[src/hdl/logic_analyzer_pkg.sv]
// shared sizes, opcodes, state codes and command layout of the sump logic analyzer
package logic_analyzer_pkg;

  localparam int CHLS        = 32;  // sampled channels, exactly one word
  localparam int ADDR_BITS   = 5;   // 32 samples of history
  localparam int CLK_PER_BIT = 10;
  localparam int BYTE_BITS   = 8;
  localparam int CMD_BYTES   = 5;   // opcode plus a 32-bit argument
  localparam int DELAY_LSB   = 16;  // delay count sits in the upper half of the argument

  // bit timing shared by both uart directions
  localparam int CNT_BITS = $clog2(CLK_PER_BIT);
  localparam logic [CNT_BITS-1:0] BIT_LAST  = CNT_BITS'(CLK_PER_BIT - 1);
  localparam logic [CNT_BITS-1:0] HALF_LAST = CNT_BITS'(CLK_PER_BIT / 2 - 1);

  // read and delay counts come out of reset at the full memory depth
  localparam logic [ADDR_BITS:0] MAX_COUNT = {1'b1, {ADDR_BITS{1'b0}}};

  localparam logic [BYTE_BITS-1:0] OP_RESET      = 8'h00;
  localparam logic [BYTE_BITS-1:0] OP_RUN        = 8'h01;
  localparam logic [BYTE_BITS-1:0] OP_ID         = 8'h02;
  localparam logic [BYTE_BITS-1:0] OP_SET_COUNT  = 8'h81;
  localparam logic [BYTE_BITS-1:0] OP_TRIG_MASK  = 8'hC0;
  localparam logic [BYTE_BITS-1:0] OP_TRIG_VALUE = 8'hC1;

  // low byte goes out first, so the host reads "1ALS"
  localparam logic [CHLS-1:0] ID_WORD = "SLA1";

  // uart receiver states
  localparam logic [1:0] RX_IDLE  = 2'd0;
  localparam logic [1:0] RX_START = 2'd1;
  localparam logic [1:0] RX_DATA  = 2'd2;
  localparam logic [1:0] RX_STOP  = 2'd3;

  // uart transmitter states
  localparam logic [1:0] TX_IDLE  = 2'd0;
  localparam logic [1:0] TX_START = 2'd1;
  localparam logic [1:0] TX_DATA  = 2'd2;
  localparam logic [1:0] TX_STOP  = 2'd3;

  // capture core states
  localparam logic [2:0] ST_IDLE  = 3'd0;
  localparam logic [2:0] ST_ARMED = 3'd1;
  localparam logic [2:0] ST_POST  = 3'd2;
  localparam logic [2:0] ST_READ  = 3'd3;
  localparam logic [2:0] ST_ID    = 3'd4;

  // one received command, filled bytewise and decoded fieldwise
  typedef union packed {
    logic [CMD_BYTES-1:0][BYTE_BITS-1:0] bytes;  // arrival order, opcode in byte 0
    struct packed {
      logic [(CMD_BYTES-1)*BYTE_BITS-1:0] arg;   // little endian on the wire
      logic [BYTE_BITS-1:0]               opcode;
    } f;
  } sump_cmd_u;

endpackage

[src/hdl/capture_core.sv]
// capture core that decodes sump commands, samples channels around a trigger and reads them back
`timescale 1ns/1ps

module capture_core (
  input  logic                                     clk_i,
  input  logic                                     reset_i,
  input  logic [logic_analyzer_pkg::CHLS-1:0]      chls_i,
  input  logic_analyzer_pkg::sump_cmd_u            cmd_i,
  input  logic                                     cmd_stb_i,
  output logic [logic_analyzer_pkg::CHLS-1:0]      tx_data_o,
  output logic                                     tx_valid_o,
  input  logic                                     tx_ready_i,
  output logic                                     mem_we_o,
  output logic [logic_analyzer_pkg::ADDR_BITS-1:0] mem_addr_o,
  output logic [logic_analyzer_pkg::CHLS-1:0]      mem_wdata_o,
  input  logic [logic_analyzer_pkg::CHLS-1:0]      mem_rdata_i
);
  import logic_analyzer_pkg::*;

  logic [2:0]           state_q;
  logic [CHLS-1:0]      mask_q;
  logic [CHLS-1:0]      value_q;
  logic [ADDR_BITS:0]   read_cnt_q;
  logic [ADDR_BITS:0]   delay_cnt_q;
  logic [ADDR_BITS:0]   remain_q;   // samples still to write, counted from the trigger
  logic [ADDR_BITS:0]   left_q;     // words still owed to the transmitter
  logic [ADDR_BITS-1:0] addr_q;
  logic                 trig_hit;
  logic                 capturing;

  // only the masked channels take part in the comparison
  assign trig_hit  = ((chls_i ^ value_q) & mask_q) == '0;
  assign capturing = (state_q == ST_ARMED) || (state_q == ST_POST);

  assign mem_we_o    = capturing;  // one sample per clock while capturing
  assign mem_addr_o  = addr_q;
  assign mem_wdata_o = chls_i;

  // the ram port holds the word for the current address as long as addr_q stands still
  assign tx_data_o = (state_q == ST_ID) ? ID_WORD : mem_rdata_i;

  always_ff @(posedge clk_i) begin
    if (reset_i) begin
      state_q     <= ST_IDLE;
      tx_valid_o  <= 1'b0;
      mask_q      <= '0;
      value_q     <= '0;
      read_cnt_q  <= MAX_COUNT;
      delay_cnt_q <= MAX_COUNT;
      remain_q    <= '0;
      left_q      <= '0;
      addr_q      <= '0;
    end else begin
      case (state_q)
        ST_ARMED, ST_POST: begin
          if (state_q == ST_POST || trig_hit) begin
            if (remain_q == 1) begin
              // addr_q stays on the newest sample, readout walks down from here
              state_q <= ST_READ;
              left_q  <= read_cnt_q;
            end else begin
              state_q  <= ST_POST;
              remain_q <= remain_q - 1'b1;
              addr_q   <= addr_q + 1'b1;
            end
          end else begin
            addr_q <= addr_q + 1'b1;  // circular history before the trigger
          end
        end
        ST_READ: begin
          if (!tx_valid_o) begin
            tx_valid_o <= 1'b1;  // the ram had one cycle for the current address
          end else if (tx_ready_i) begin
            tx_valid_o <= 1'b0;
            addr_q     <= addr_q - 1'b1;
            left_q     <= left_q - 1'b1;
            if (left_q == 1) state_q <= ST_IDLE;
          end
        end
        ST_ID: begin
          if (tx_ready_i) begin
            tx_valid_o <= 1'b0;
            state_q    <= ST_IDLE;
          end
        end
        default: ;
      endcase

      // commands are decoded last so that a reset overrides any state above
      if (cmd_stb_i) begin
        case (cmd_i.f.opcode)
          OP_RESET: begin
            state_q    <= ST_IDLE;
            tx_valid_o <= 1'b0;
          end
          OP_RUN: begin
            if (state_q == ST_IDLE) begin
              state_q  <= ST_ARMED;
              remain_q <= delay_cnt_q;
            end
          end
          OP_ID: begin
            if (state_q == ST_IDLE) begin
              state_q    <= ST_ID;
              tx_valid_o <= 1'b1;
            end
          end
          OP_SET_COUNT: begin
            read_cnt_q  <= cmd_i.f.arg[ADDR_BITS:0];
            delay_cnt_q <= cmd_i.f.arg[DELAY_LSB+ADDR_BITS:DELAY_LSB];
          end
          OP_TRIG_MASK:  mask_q  <= cmd_i.f.arg;
          OP_TRIG_VALUE: value_q <= cmd_i.f.arg;
          default: ;  // unsupported opcodes are ignored
        endcase
      end
    end
  end

endmodule

[src/hdl/logic_analyzer.sv]
// top level of the logic analyzer that wires receiver, capture core, sample memory and transmitter
`timescale 1ns/1ps

module logic_analyzer (
  input  logic                                clk_i,
  input  logic                                reset_i,
  input  logic [logic_analyzer_pkg::CHLS-1:0] chls_i,
  input  logic                                rx_i,
  output logic                                tx_o
);
  import logic_analyzer_pkg::*;

  sump_cmd_u            cmd;
  logic                 cmd_stb;
  logic [CHLS-1:0]      tx_data;
  logic                 tx_valid;
  logic                 tx_ready;
  logic                 mem_we;
  logic [ADDR_BITS-1:0] mem_addr;
  logic [CHLS-1:0]      mem_wdata;
  logic [CHLS-1:0]      mem_rdata;

  uart_rx urx0 (
    .clk_i     (clk_i),
    .reset_i   (reset_i),
    .rx_i      (rx_i),
    .cmd_o     (cmd),
    .cmd_stb_o (cmd_stb)
  );

  capture_core core0 (
    .clk_i       (clk_i),
    .reset_i     (reset_i),
    .chls_i      (chls_i),
    .cmd_i       (cmd),
    .cmd_stb_i   (cmd_stb),
    .tx_data_o   (tx_data),
    .tx_valid_o  (tx_valid),
    .tx_ready_i  (tx_ready),
    .mem_we_o    (mem_we),
    .mem_addr_o  (mem_addr),
    .mem_wdata_o (mem_wdata),
    .mem_rdata_i (mem_rdata)
  );

  sample_ram ram0 (
    .clk_i   (clk_i),
    .we_i    (mem_we),
    .addr_i  (mem_addr),
    .wdata_i (mem_wdata),
    .rdata_o (mem_rdata)
  );

  uart_tx utx0 (
    .clk_i   (clk_i),
    .reset_i (reset_i),
    .data_i  (tx_data),
    .valid_i (tx_valid),
    .ready_o (tx_ready),
    .tx_o    (tx_o)
  );

endmodule

[src/hdl/sample_ram.sv]
// single-port sample memory with a registered read port
`timescale 1ns/1ps

module sample_ram (
  input  logic                                     clk_i,
  input  logic                                     we_i,
  input  logic [logic_analyzer_pkg::ADDR_BITS-1:0] addr_i,
  input  logic [logic_analyzer_pkg::CHLS-1:0]      wdata_i,
  output logic [logic_analyzer_pkg::CHLS-1:0]      rdata_o
);
  import logic_analyzer_pkg::*;

  logic [CHLS-1:0] mem [2**ADDR_BITS];

  // read returns the old contents when the same address is written
  always_ff @(posedge clk_i) begin
    if (we_i) mem[addr_i] <= wdata_i;
    rdata_o <= mem[addr_i];
  end

endmodule

[src/hdl/uart_rx.sv]
// uart receiver that assembles host bytes into one-byte or five-byte sump commands
`timescale 1ns/1ps

module uart_rx (
  input  logic                          clk_i,
  input  logic                          reset_i,
  input  logic                          rx_i,
  output logic_analyzer_pkg::sump_cmd_u cmd_o,
  output logic                          cmd_stb_o
);
  import logic_analyzer_pkg::*;

  logic                 rx_meta;
  logic                 rx_sync;
  logic                 rx_prev;
  logic [1:0]           state_q;
  logic [CNT_BITS-1:0]  clk_cnt_q;
  logic [2:0]           bit_cnt_q;
  logic [2:0]           byte_cnt_q;
  logic [BYTE_BITS-1:0] shift_q;
  logic                 bit_end;
  logic                 byte_ok;

  assign bit_end = (clk_cnt_q == BIT_LAST);
  assign byte_ok = (state_q == RX_STOP) && bit_end && rx_sync;  // stop bit seen high

  // two flops against metastability and a third one for the falling edge
  always_ff @(posedge clk_i) begin
    if (reset_i) begin
      rx_meta <= 1'b1;
      rx_sync <= 1'b1;
      rx_prev <= 1'b1;
    end else begin
      rx_meta <= rx_i;
      rx_sync <= rx_meta;
      rx_prev <= rx_sync;
    end
  end

  always_ff @(posedge clk_i) begin
    if (reset_i) begin
      state_q    <= RX_IDLE;
      clk_cnt_q  <= '0;
      bit_cnt_q  <= '0;
      byte_cnt_q <= '0;
      cmd_stb_o  <= 1'b0;
    end else begin
      cmd_stb_o <= 1'b0;
      clk_cnt_q <= bit_end ? '0 : clk_cnt_q + 1'b1;
      case (state_q)
        RX_IDLE: begin
          clk_cnt_q <= '0;
          if (!rx_sync && rx_prev) state_q <= RX_START;
        end
        RX_START: begin
          // half a bit in, the start bit must still be low or it was a glitch
          if (clk_cnt_q == HALF_LAST) begin
            clk_cnt_q <= '0;
            bit_cnt_q <= '0;
            state_q   <= rx_sync ? RX_IDLE : RX_DATA;
          end
        end
        RX_DATA: begin
          if (bit_end) begin
            bit_cnt_q <= bit_cnt_q + 1'b1;
            if (bit_cnt_q == 3'd7) state_q <= RX_STOP;
          end
        end
        default: begin
          if (bit_end) begin
            state_q <= RX_IDLE;
            if (!rx_sync) begin
              byte_cnt_q <= '0;  // framing error drops whatever was collected
            end else if ((byte_cnt_q == '0 && !shift_q[BYTE_BITS-1]) ||
                         byte_cnt_q == 3'(CMD_BYTES - 1)) begin
              byte_cnt_q <= '0;
              cmd_stb_o  <= 1'b1;
            end else begin
              byte_cnt_q <= byte_cnt_q + 1'b1;
            end
          end
        end
      endcase
    end
  end

  // data bits arrive lsb first and are shifted in from the top
  always_ff @(posedge clk_i) begin
    if (state_q == RX_DATA && bit_end) shift_q <= {rx_sync, shift_q[BYTE_BITS-1:1]};
    if (byte_ok) cmd_o.bytes[byte_cnt_q] <= shift_q;
  end

endmodule

[src/hdl/uart_tx.sv]
// uart transmitter that takes 32-bit words by handshake and sends them as four bytes
`timescale 1ns/1ps

module uart_tx (
  input  logic                                clk_i,
  input  logic                                reset_i,
  input  logic [logic_analyzer_pkg::CHLS-1:0] data_i,
  input  logic                                valid_i,
  output logic                                ready_o,
  output logic                                tx_o
);
  import logic_analyzer_pkg::*;

  logic [1:0]          state_q;
  logic [CNT_BITS-1:0] clk_cnt_q;
  logic [2:0]          bit_cnt_q;
  logic [1:0]          byte_cnt_q;
  logic [CHLS-1:0]     word_q;
  logic                bit_end;

  assign ready_o = (state_q == TX_IDLE);
  assign bit_end = (clk_cnt_q == BIT_LAST);

  always_ff @(posedge clk_i) begin
    if (reset_i) begin
      state_q    <= TX_IDLE;
      tx_o       <= 1'b1;  // line idles high
      clk_cnt_q  <= '0;
      bit_cnt_q  <= '0;
      byte_cnt_q <= '0;
    end else begin
      clk_cnt_q <= bit_end ? '0 : clk_cnt_q + 1'b1;
      case (state_q)
        TX_IDLE: begin
          clk_cnt_q <= '0;
          if (valid_i) begin
            state_q    <= TX_START;
            tx_o       <= 1'b0;
            byte_cnt_q <= '0;
          end
        end
        TX_START: begin
          if (bit_end) begin
            state_q   <= TX_DATA;
            tx_o      <= word_q[0];
            bit_cnt_q <= '0;
          end
        end
        TX_DATA: begin
          if (bit_end) begin
            bit_cnt_q <= bit_cnt_q + 1'b1;
            if (bit_cnt_q == 3'd7) begin
              state_q <= TX_STOP;
              tx_o    <= 1'b1;
            end else begin
              tx_o <= word_q[1];  // word_q shifts on this same edge
            end
          end
        end
        default: begin
          if (bit_end) begin
            if (byte_cnt_q == 2'd3) begin
              state_q <= TX_IDLE;  // ready again right after the last stop bit
            end else begin
              byte_cnt_q <= byte_cnt_q + 1'b1;
              state_q    <= TX_START;
              tx_o       <= 1'b0;
            end
          end
        end
      endcase
    end
  end

  // one right shift per data bit, so byte 0 leaves first and each byte lsb first
  always_ff @(posedge clk_i) begin
    if (valid_i && ready_o) begin
      word_q <= data_i;
    end else if (state_q == TX_DATA && bit_end) begin
      word_q <= word_q >> 1;
    end
  end

endmodule

[config.mk]
export PLATFORM = sky130hd
export DESIGN_NAME = logic_analyzer
export DESIGN_NICKNAME = d
export VERILOG_FILES = /design/src/hdl/logic_analyzer_pkg.sv /design/src/hdl/capture_core.sv /design/src/hdl/logic_analyzer.sv /design/src/hdl/sample_ram.sv /design/src/hdl/uart_rx.sv /design/src/hdl/uart_tx.sv
export SDC_FILE = /design/constraint.sdc
export NUM_CORES = 1
export LEC_CHECK = 0
export BUFFER_PORTS_ARGS = -buffer_cell sky130_fd_sc_hd__buf_2
export CORE_ASPECT_RATIO = 1.5
export CORE_UTILIZATION = 57
export DETAILED_ROUTE_END_ITERATION = 12
export GPL_ROUTABILITY_DRIVEN = 0
export PLACE_DENSITY = 0.76
export SLEW_MARGIN = 40
export SYNTH_ARGS = -nofsm -noshare
export SYNTH_HDL_FRONTEND = slang
export SYNTH_SLANG_ARGS = --single-unit
[constraint.sdc]
create_clock -name clk_i -period 3.27 [get_ports clk_i]
set_clock_uncertainty 0.15 [all_clocks]
set_input_delay 0.654 -clock clk_i [delete_from_list [all_inputs] [get_ports clk_i]]
set_output_delay 0.654 -clock clk_i [all_outputs]
set_load 0.01 [all_outputs]
==> flow_metrics.env, run 1 <==
export IMPL_final_util_pct=64.7
export IMPL_grt_util_met1_pct=35.9
export IMPL_post_synth_top_count_cell="edfxtp_1"
export IMPL_synth_seq_area_share_pct=75.6
export IMPL_worstHoldPathType="in2reg"
export IMPL_grt_pass1_vias=26600
export IMPL_diodes=0
export IMPL_power_internal_w=0.0245
export IMPL_cp_cell_sequence="nand3b_1, inv_2, ha_1, nor2b_1, o21ai_0, a21oi_1, or2_2, or4_1, a31oi_1"
export IMPL_fill_cells=5350
export IMPL_max_freq_mhz=326
export IMPL_clk_pin_slew_ns=0.07
export IMPL_nets=2741
export IMPL_wire_per_inst_um=31.8
export IMPL_ant_nets=0
export IMPL_yosysUniqueCellTypes=69
export IMPL_peakVddDrop_mv=0.488
export IMPL_syn_inst=2536
export IMPL_ff_latch_area_sq_um=36300
export IMPL_cts_sinks=1261
export IMPL_htreeDepth=3
export IMPL_setup_violations=0
export IMPL_die_h_um=357
export IMPL_leakage_nw=16.7
export IMPL_maxCapViolCount=0
export IMPL_path_buf_inv=1
export IMPL_crit_arrival_ns=3.53
export IMPL_syn_num_nets=2597
export IMPL_timing_final_ws_setup_ns=0.201
export IMPL_p_per_area_nw_per_um2=565
export IMPL_fin_crit_ns=3.07
export IMPL_via_per_inst=6.71
export IMPL_dieArea_sq_um=85400
export IMPL_synthTopCellsByCount="1104 x edfxtp_1, 256 x mux4_2, 170 x nand2_1"
export IMPL_yosys_register_bits=1261
export IMPL_grt_first_pass_wirelength_mm=178
export IMPL_cp_max_fo=12
export IMPL_worstMarginPinSlew_ns=0.842
export IMPL_startpoint_type="flip-flop"
export IMPL_synth_top_area_share_pct=69.1
export IMPL_port_buffers=35
export IMPL_seqPwrFrac_pct=57.2
export IMPL_synth_ff_type="edfxtp_1"
export IMPL_clockBufferDepth=3
export IMPL_ys_warn_count=0
export IMPL_area_growth_pct=12.8
export IMPL_drive_above_1_share_pct=24.2
export IMPL_yosys_area_top_type="edfxtp_1"
export IMPL_multi_input_area_sq_um=11300
export IMPL_crit_family="simple AND/OR/NAND/NOR gates"
export IMPL_cts_setup_buffers=0
export IMPL_core_sq_um=83600
export IMPL_fin_area_sq_um=54100
export IMPL_routed_wl_mm=124
export IMPL_overflow=0
export IMPL_cts_inserted_buffers=103
export IMPL_slew_viol_final=0
export IMPL_worst_slew_margin_rel_pct=43.9
export IMPL_slowest_delay_ns=0.56
export IMPL_synth_area_per_cell_sq_um=18.9
export IMPL_grt_busiest_layer="met2"
export IMPL_clockPowerShare_pct=41.2
export IMPL_start_util_pct=57.4
export IMPL_hpwlAfterDp_mm=71.6
export IMPL_status="finished, final reports clean"
export IMPL_cts_root_buf="clkbuf_16"
export IMPL_use_met3_pct=4.97
export IMPL_grt_total_usage_pct=29.5
export IMPL_rsz0062_at_grt="false"
export IMPL_ios=36
export IMPL_required_ns=3.73
export IMPL_std_cell_rows=130
export IMPL_drc=0
export IMPL_switchingPower_w=0.00607
export IMPL_grt_max_degree=112
export IMPL_ys_async_sr_fraction_pct=0
export IMPL_combinationalPowerShare_pct=1.6
export IMPL_endpoint_kind="flip-flop"
export IMPL_place_area_sq_um=50700
export IMPL_synth_top_cells_by_area="edfxtp_1 69%, mux4_2 12%, dfxtp_1 6.6%"
export IMPL_antenna_found_initial=1
export IMPL_hold_worst_slack_ns=0.112
export IMPL_fin_total_pwr_w=0.0306
export IMPL_die_w_um=239
export IMPL_worst_setup_path_type="reg2reg"
export IMPL_fin_crit_sh_pct=93.9
export IMPL_global_route_usage_met2_pct=50.7
export IMPL_swShare_pct=19.9
export IMPL_synth_area_sq_um=48000
export IMPL_cpMaxStageDelayCell="dfxtp_1"
export IMPL_dp_slack_ns=0.138
export IMPL_dr_pass1_iters=6
export IMPL_drt_iter0_markers=3466
export IMPL_timing_hold_violations_final=0
export IMPL_vias=26100
export IMPL_clk_latency_ns=0.70
export IMPL_synth_edff_count=1104
export IMPL_cts_tree="yes"
## timing repair
item | CTS | global route
resized for setup | 0 | 2
hold endpoints to repair | 1 | 0
hold buffers | 1 | 0
endpoints found under the setup margin | 0 | 1
## through the flow
step / instances / TNS (ns)
after CTS: 3889 / 0
final: 3889 / 0
after global placement: 3696 / 0
after global routing: 3889 / 0
after detailed placement: 3696 / 0
after floorplan: 2536 / -89.11
## worst reg2reg max path, delay by kind of cell (launching register included)
family	cells	cell delay, ns
AOI/OAI and AO/OA	3	0.57
adders and majority gates	1	0.29
buffers and inverters	1	0.24
DFF	1	0.56
and+or+nand+nor	4	1.18
## area by class of cell
type                            count  area share (%)
Clock buffer                      140            5.44
Clock inverter                     52           0.893
Inverter                           24           0.166
Multi-Input combinational cell   1108            20.9
Sequential cell                  1261            67.1
Tap cell                         1122            2.59
Timing Repair Buffer              182            2.90
## power groups by stage
stage	sequential, W	combinational [W]	clock (W)
after floorplan	0.0178	0.000170	0
after global placement	0.0178	0.000441	0
after detailed placement	0.0178	0.000473	0
after CTS	0.0175	0.000475	0.0127
after global routing	0.0175	0.000522	0.0132
final	0.0175	0.000483	0.0126
## cells in the final DEF, fill, tap and decap left out, drive strengths merged, types with 12 or more instances in the layout
cell type	n
dfxtp	157
ha	25
a21oi	94
o21ai	23
o22a	12
mux2i	17
nor3	19
buf	181
nand4	42
edfxtp	1104
nor4	14
clkbuf	140
a22o	21
mux4	256
inv	30
nand3	28
nor2	81
nand2	170
clkinv	37
xor2	34
a22oi	149
## cell families after synthesis
logic type / after synthesis / share of synthesized area, %
XOR/XNOR: 36 / 0.657
flip-flops: 1261 / 75.6
buffers and inverters: 167 / 1.39
AO/OA/AOI/OAI: 346 / 4.94
adder cells (fa/ha/maj): 26 / 0.694
multiplexers: 276 / 12.4
AND/OR/NAND/NOR: 424 / 4.24
## path summary, 6_finish.rpt
path	start	end	slack, ns	cells after the start
setup / recovery	core0.state_q[1]	core0.mem_addr_o[4]	0.20	9
setup reg to reg	core0.state_q[1]	core0.mem_addr_o[4]	0.20	9
hold / removal	chls_i[17]	ram0.mem[2][17]	0.11	1
hold reg to reg	urx0.rx_meta	urx0.rx_sync	0.29	1
## metal layers
metal  wire length (um)  up-vias
li1                   -    10600
met1              41300    13400
met2              64100     1723
met3              11100      381
met4               7090        0
met5                  0        -
## sequential cells by signal (all words and copies together) (netlist names), 3 cells and up
signal and count:
urx0.cmd_o 40, utx0.bit_cnt_q 3, core0.mask_q 32, core0.state_q 3, urx0.bit_cnt_q 3, urx0.shift_q 8, core0.read_cnt_q 6, utx0.word_q 32
core0.mem_addr_o 5, utx0.clk_cnt_q 4, core0.delay_cnt_q 6, urx0.byte_cnt_q 3, ram0.mem 1024, urx0.clk_cnt_q 4, core0.remain_q 6, core0.left_q 6
ram0.rdata_o 32, core0.value_q 32
(Power assumes the default switching activity.)
==> run 2, diff against run 1 <==
Settings changed: ABC_AREA set to 1, CORE_UTILIZATION 57 to 56, PLACE_DENSITY 0.76 to 0.75.
==> flow_metrics.env, run 2 <==
export IMPL_vias=30000
export IMPL_switchingPower_w=0.00597
export IMPL_layout_common_cells="1104 x edfxtp_1, 512 x a22oi_1, 290 x a21oi_1"
export IMPL_ant_nets=0
export IMPL_yosys_register_bits=1261
export IMPL_drive_above_1_share_pct=12.8
export IMPL_largest_reg_flops=1024
export IMPL_worst_setup_path_type="reg2reg"
export IMPL_synth_area_sq_um=46900
export IMPL_die_h_um=357
export IMPL_cts_resized=0
export IMPL_setup_violations=0
export IMPL_max_freq_mhz=320
export IMPL_drc=0
export IMPL_synth_edff_count=1104
export IMPL_fin_crit_sh_pct=95.5
export IMPL_endpoint_kind="flip-flop"
export IMPL_cts_sinks=1261
export IMPL_post_synth_top_count_cell="edfxtp_1"
export IMPL_required_ns=3.63
export IMPL_wire_per_inst_um=29.5
export IMPL_overflow=0
export IMPL_layout_commonest_cell="edfxtp_1"
export IMPL_cts_tree="yes"
export IMPL_dieArea_sq_um=85000
export IMPL_combinationalPowerShare_pct=1.4
export IMPL_syn_num_nets=3244
export IMPL_synth_seq_area_share_pct=77.3
export IMPL_worstHoldPathType="in2reg"
export IMPL_drt_iter0_markers=4756
export IMPL_syn_inst=3183
export IMPL_port_buffers=35
export IMPL_worst_slew_margin_rel_pct=42.4
export IMPL_clk_pin_slew_ns=0.07
export IMPL_std_cell_rows=129
export IMPL_cts_inserted_buffers=104
export IMPL_rsz0062_at_grt="false"
export IMPL_grt_max_degree=87
export IMPL_ff_latch_area_sq_um=36300
export IMPL_swShare_pct=19.6
export IMPL_startpoint_type="flip-flop"
export IMPL_htreeDepth=3
export IMPL_hpwlAfterDp_mm=77.7
export IMPL_setup_tns_ns=0
export IMPL_peakVddDrop_mv=0.434
export IMPL_timing_hold_violations_final=0
export IMPL_seqPwrFrac_pct=57.5
export IMPL_synth_top_area_share_pct=70.6
export IMPL_synth_top_cells_by_area="edfxtp_1 71%, a22oi_1 8.2%, dfxtp_1 6.7%"
export IMPL_yosysUniqueCellTypes=42
export IMPL_p_per_area_nw_per_um2=574
export IMPL_fill_cells=5520
export IMPL_clk_latency_ns=0.69
export IMPL_status="finished, final reports clean"
export IMPL_worstMarginPinSlew_ns=0.856
export IMPL_grt_total_usage_pct=31.4
export IMPL_dp_cells=4320
export IMPL_leakage_nw=17.3
export IMPL_final_cells=4517
export IMPL_cts_root_buf="clkbuf_16"
export IMPL_ys_async_sr_fraction_pct=0
export IMPL_crit_arrival_ns=3.49
export IMPL_cts_setup_buffers=0
export IMPL_cp_max_fo=18
export IMPL_start_util_pct=56.7
export IMPL_max_flop_register="ram0.mem"
export IMPL_via_per_inst=6.65
export IMPL_power_internal_w=0.0244
export IMPL_maxCapViolCount=0
export IMPL_synth_area_per_cell_sq_um=14.7
export IMPL_ios=36
export IMPL_clockPowerShare_pct=41.2
export IMPL_hold_worst_slack_ns=0.0168
export IMPL_dr_pass1_iters=10
export IMPL_slew_viol_final=0
export IMPL_multi_input_area_sq_um=9590
export IMPL_core_sq_um=82800
export IMPL_synthTopCellsByCount="1104 x edfxtp_1, 512 x a22oi_1, 290 x a21oi_1"
export IMPL_fin_crit_ns=3.12
export IMPL_clockBufferDepth=3
export IMPL_antenna_found_initial=9
export IMPL_die_w_um=238
export IMPL_hold_buffers=0
export IMPL_nets=3374
export IMPL_ys_warn_count=0
export IMPL_routed_wl_mm=133
export IMPL_fin_total_pwr_w=0.0304
export IMPL_grt_pass1_vias=29400
export IMPL_area_growth_pct=12.9
export IMPL_yosys_area_top_type="edfxtp_1"
export IMPL_synth_ff_type="edfxtp_1"
export IMPL_grt_first_pass_wirelength_mm=192
==> run 2: logic make-up (layout without fill, tap and decap cells) <==
group | after synthesis | count (layout) | share of synthesized area, %
other | 0 | 1 | 0
DFF | 1261 | 1261 | 77.3
buffers and inverters | 320 | 540 | 2.82
and+or+nand+nor | 611 | 611 | 5.67
xor gates and xnor gates | 6 | 6 | 0.112
adders and majority gates | 26 | 26 | 0.709
AOI/OAI and AO/OA | 959 | 959 | 13.4
==> run 2: worst max-delay path, stage by stage (launching register included) <==
cell     delay [ns]
dfxtp_1        0.40
inv_1          0.23
nor3_1         0.09
inv_2          0.60
buf_4          0.46
a21oi_1        0.10
nor4_1         0.67
nand2_1        0.23
==> run 2: worst paths after layout <==
kind	to	slack, ns	startpoint	depth (start not counted)
setup / recovery	ram0.rdata_o[28]	0.15	core0.mem_addr_o[2]	7
hold / removal	urx0.rx_meta	0.02	rx_i	2
setup reg to reg	ram0.rdata_o[28]	0.15	core0.mem_addr_o[2]	7
hold reg to reg	urx0.rx_sync	0.27	urx0.rx_meta	1
==> run 2: stage by stage <==
step | utilization (%) | setup WS (ns) | cell area [sq um]
global route | 64.0 | 0.0894 | 53000
CTS | 64.0 | 0.308 | 53000
detailed placement | 59.9 | 0.319 | 49600
global placement | 59.9 | 0.478 | 49600
finish | 64.0 | 0.146 | 53000
floorplan | - | 0.0239 | 46900
==> run 2: cell type report <==
cell class / instances / area share [%]
antenna: 1 / 0.00472
clock buffer: 132 / 5.28
clock inverter: 64 / 1.19
inverter: 147 / 1.07
multi-input combinational: 1602 / 18.1
sequential: 1261 / 68.5
tap: 1113 / 2.63
timing repair buffer: 197 / 3.26
==> run 2: routing by layer <==
metal,share of wire (%),track usage (%),vias up
li1,-,-,12500
met5,0.021,0,-
met1,32,37.6,14700
met2,49,52.3,2331
met4,6.9,19.8,6
met3,12,6.14,502
==> run 2: power by group through the flow <==
| stage | clock [W] | sequential [W] | combinational (W) |
|---|---|---|---|
| floorplan | 0 | 0.0178 | 0.000120 |
| global placement | 0 | 0.0178 | 0.000375 |
| detailed placement | 0 | 0.0178 | 0.000404 |
| CTS | 0.0125 | 0.0175 | 0.000404 |
| global route | 0.0132 | 0.0175 | 0.000441 |
| finish | 0.0125 | 0.0175 | 0.000414 |
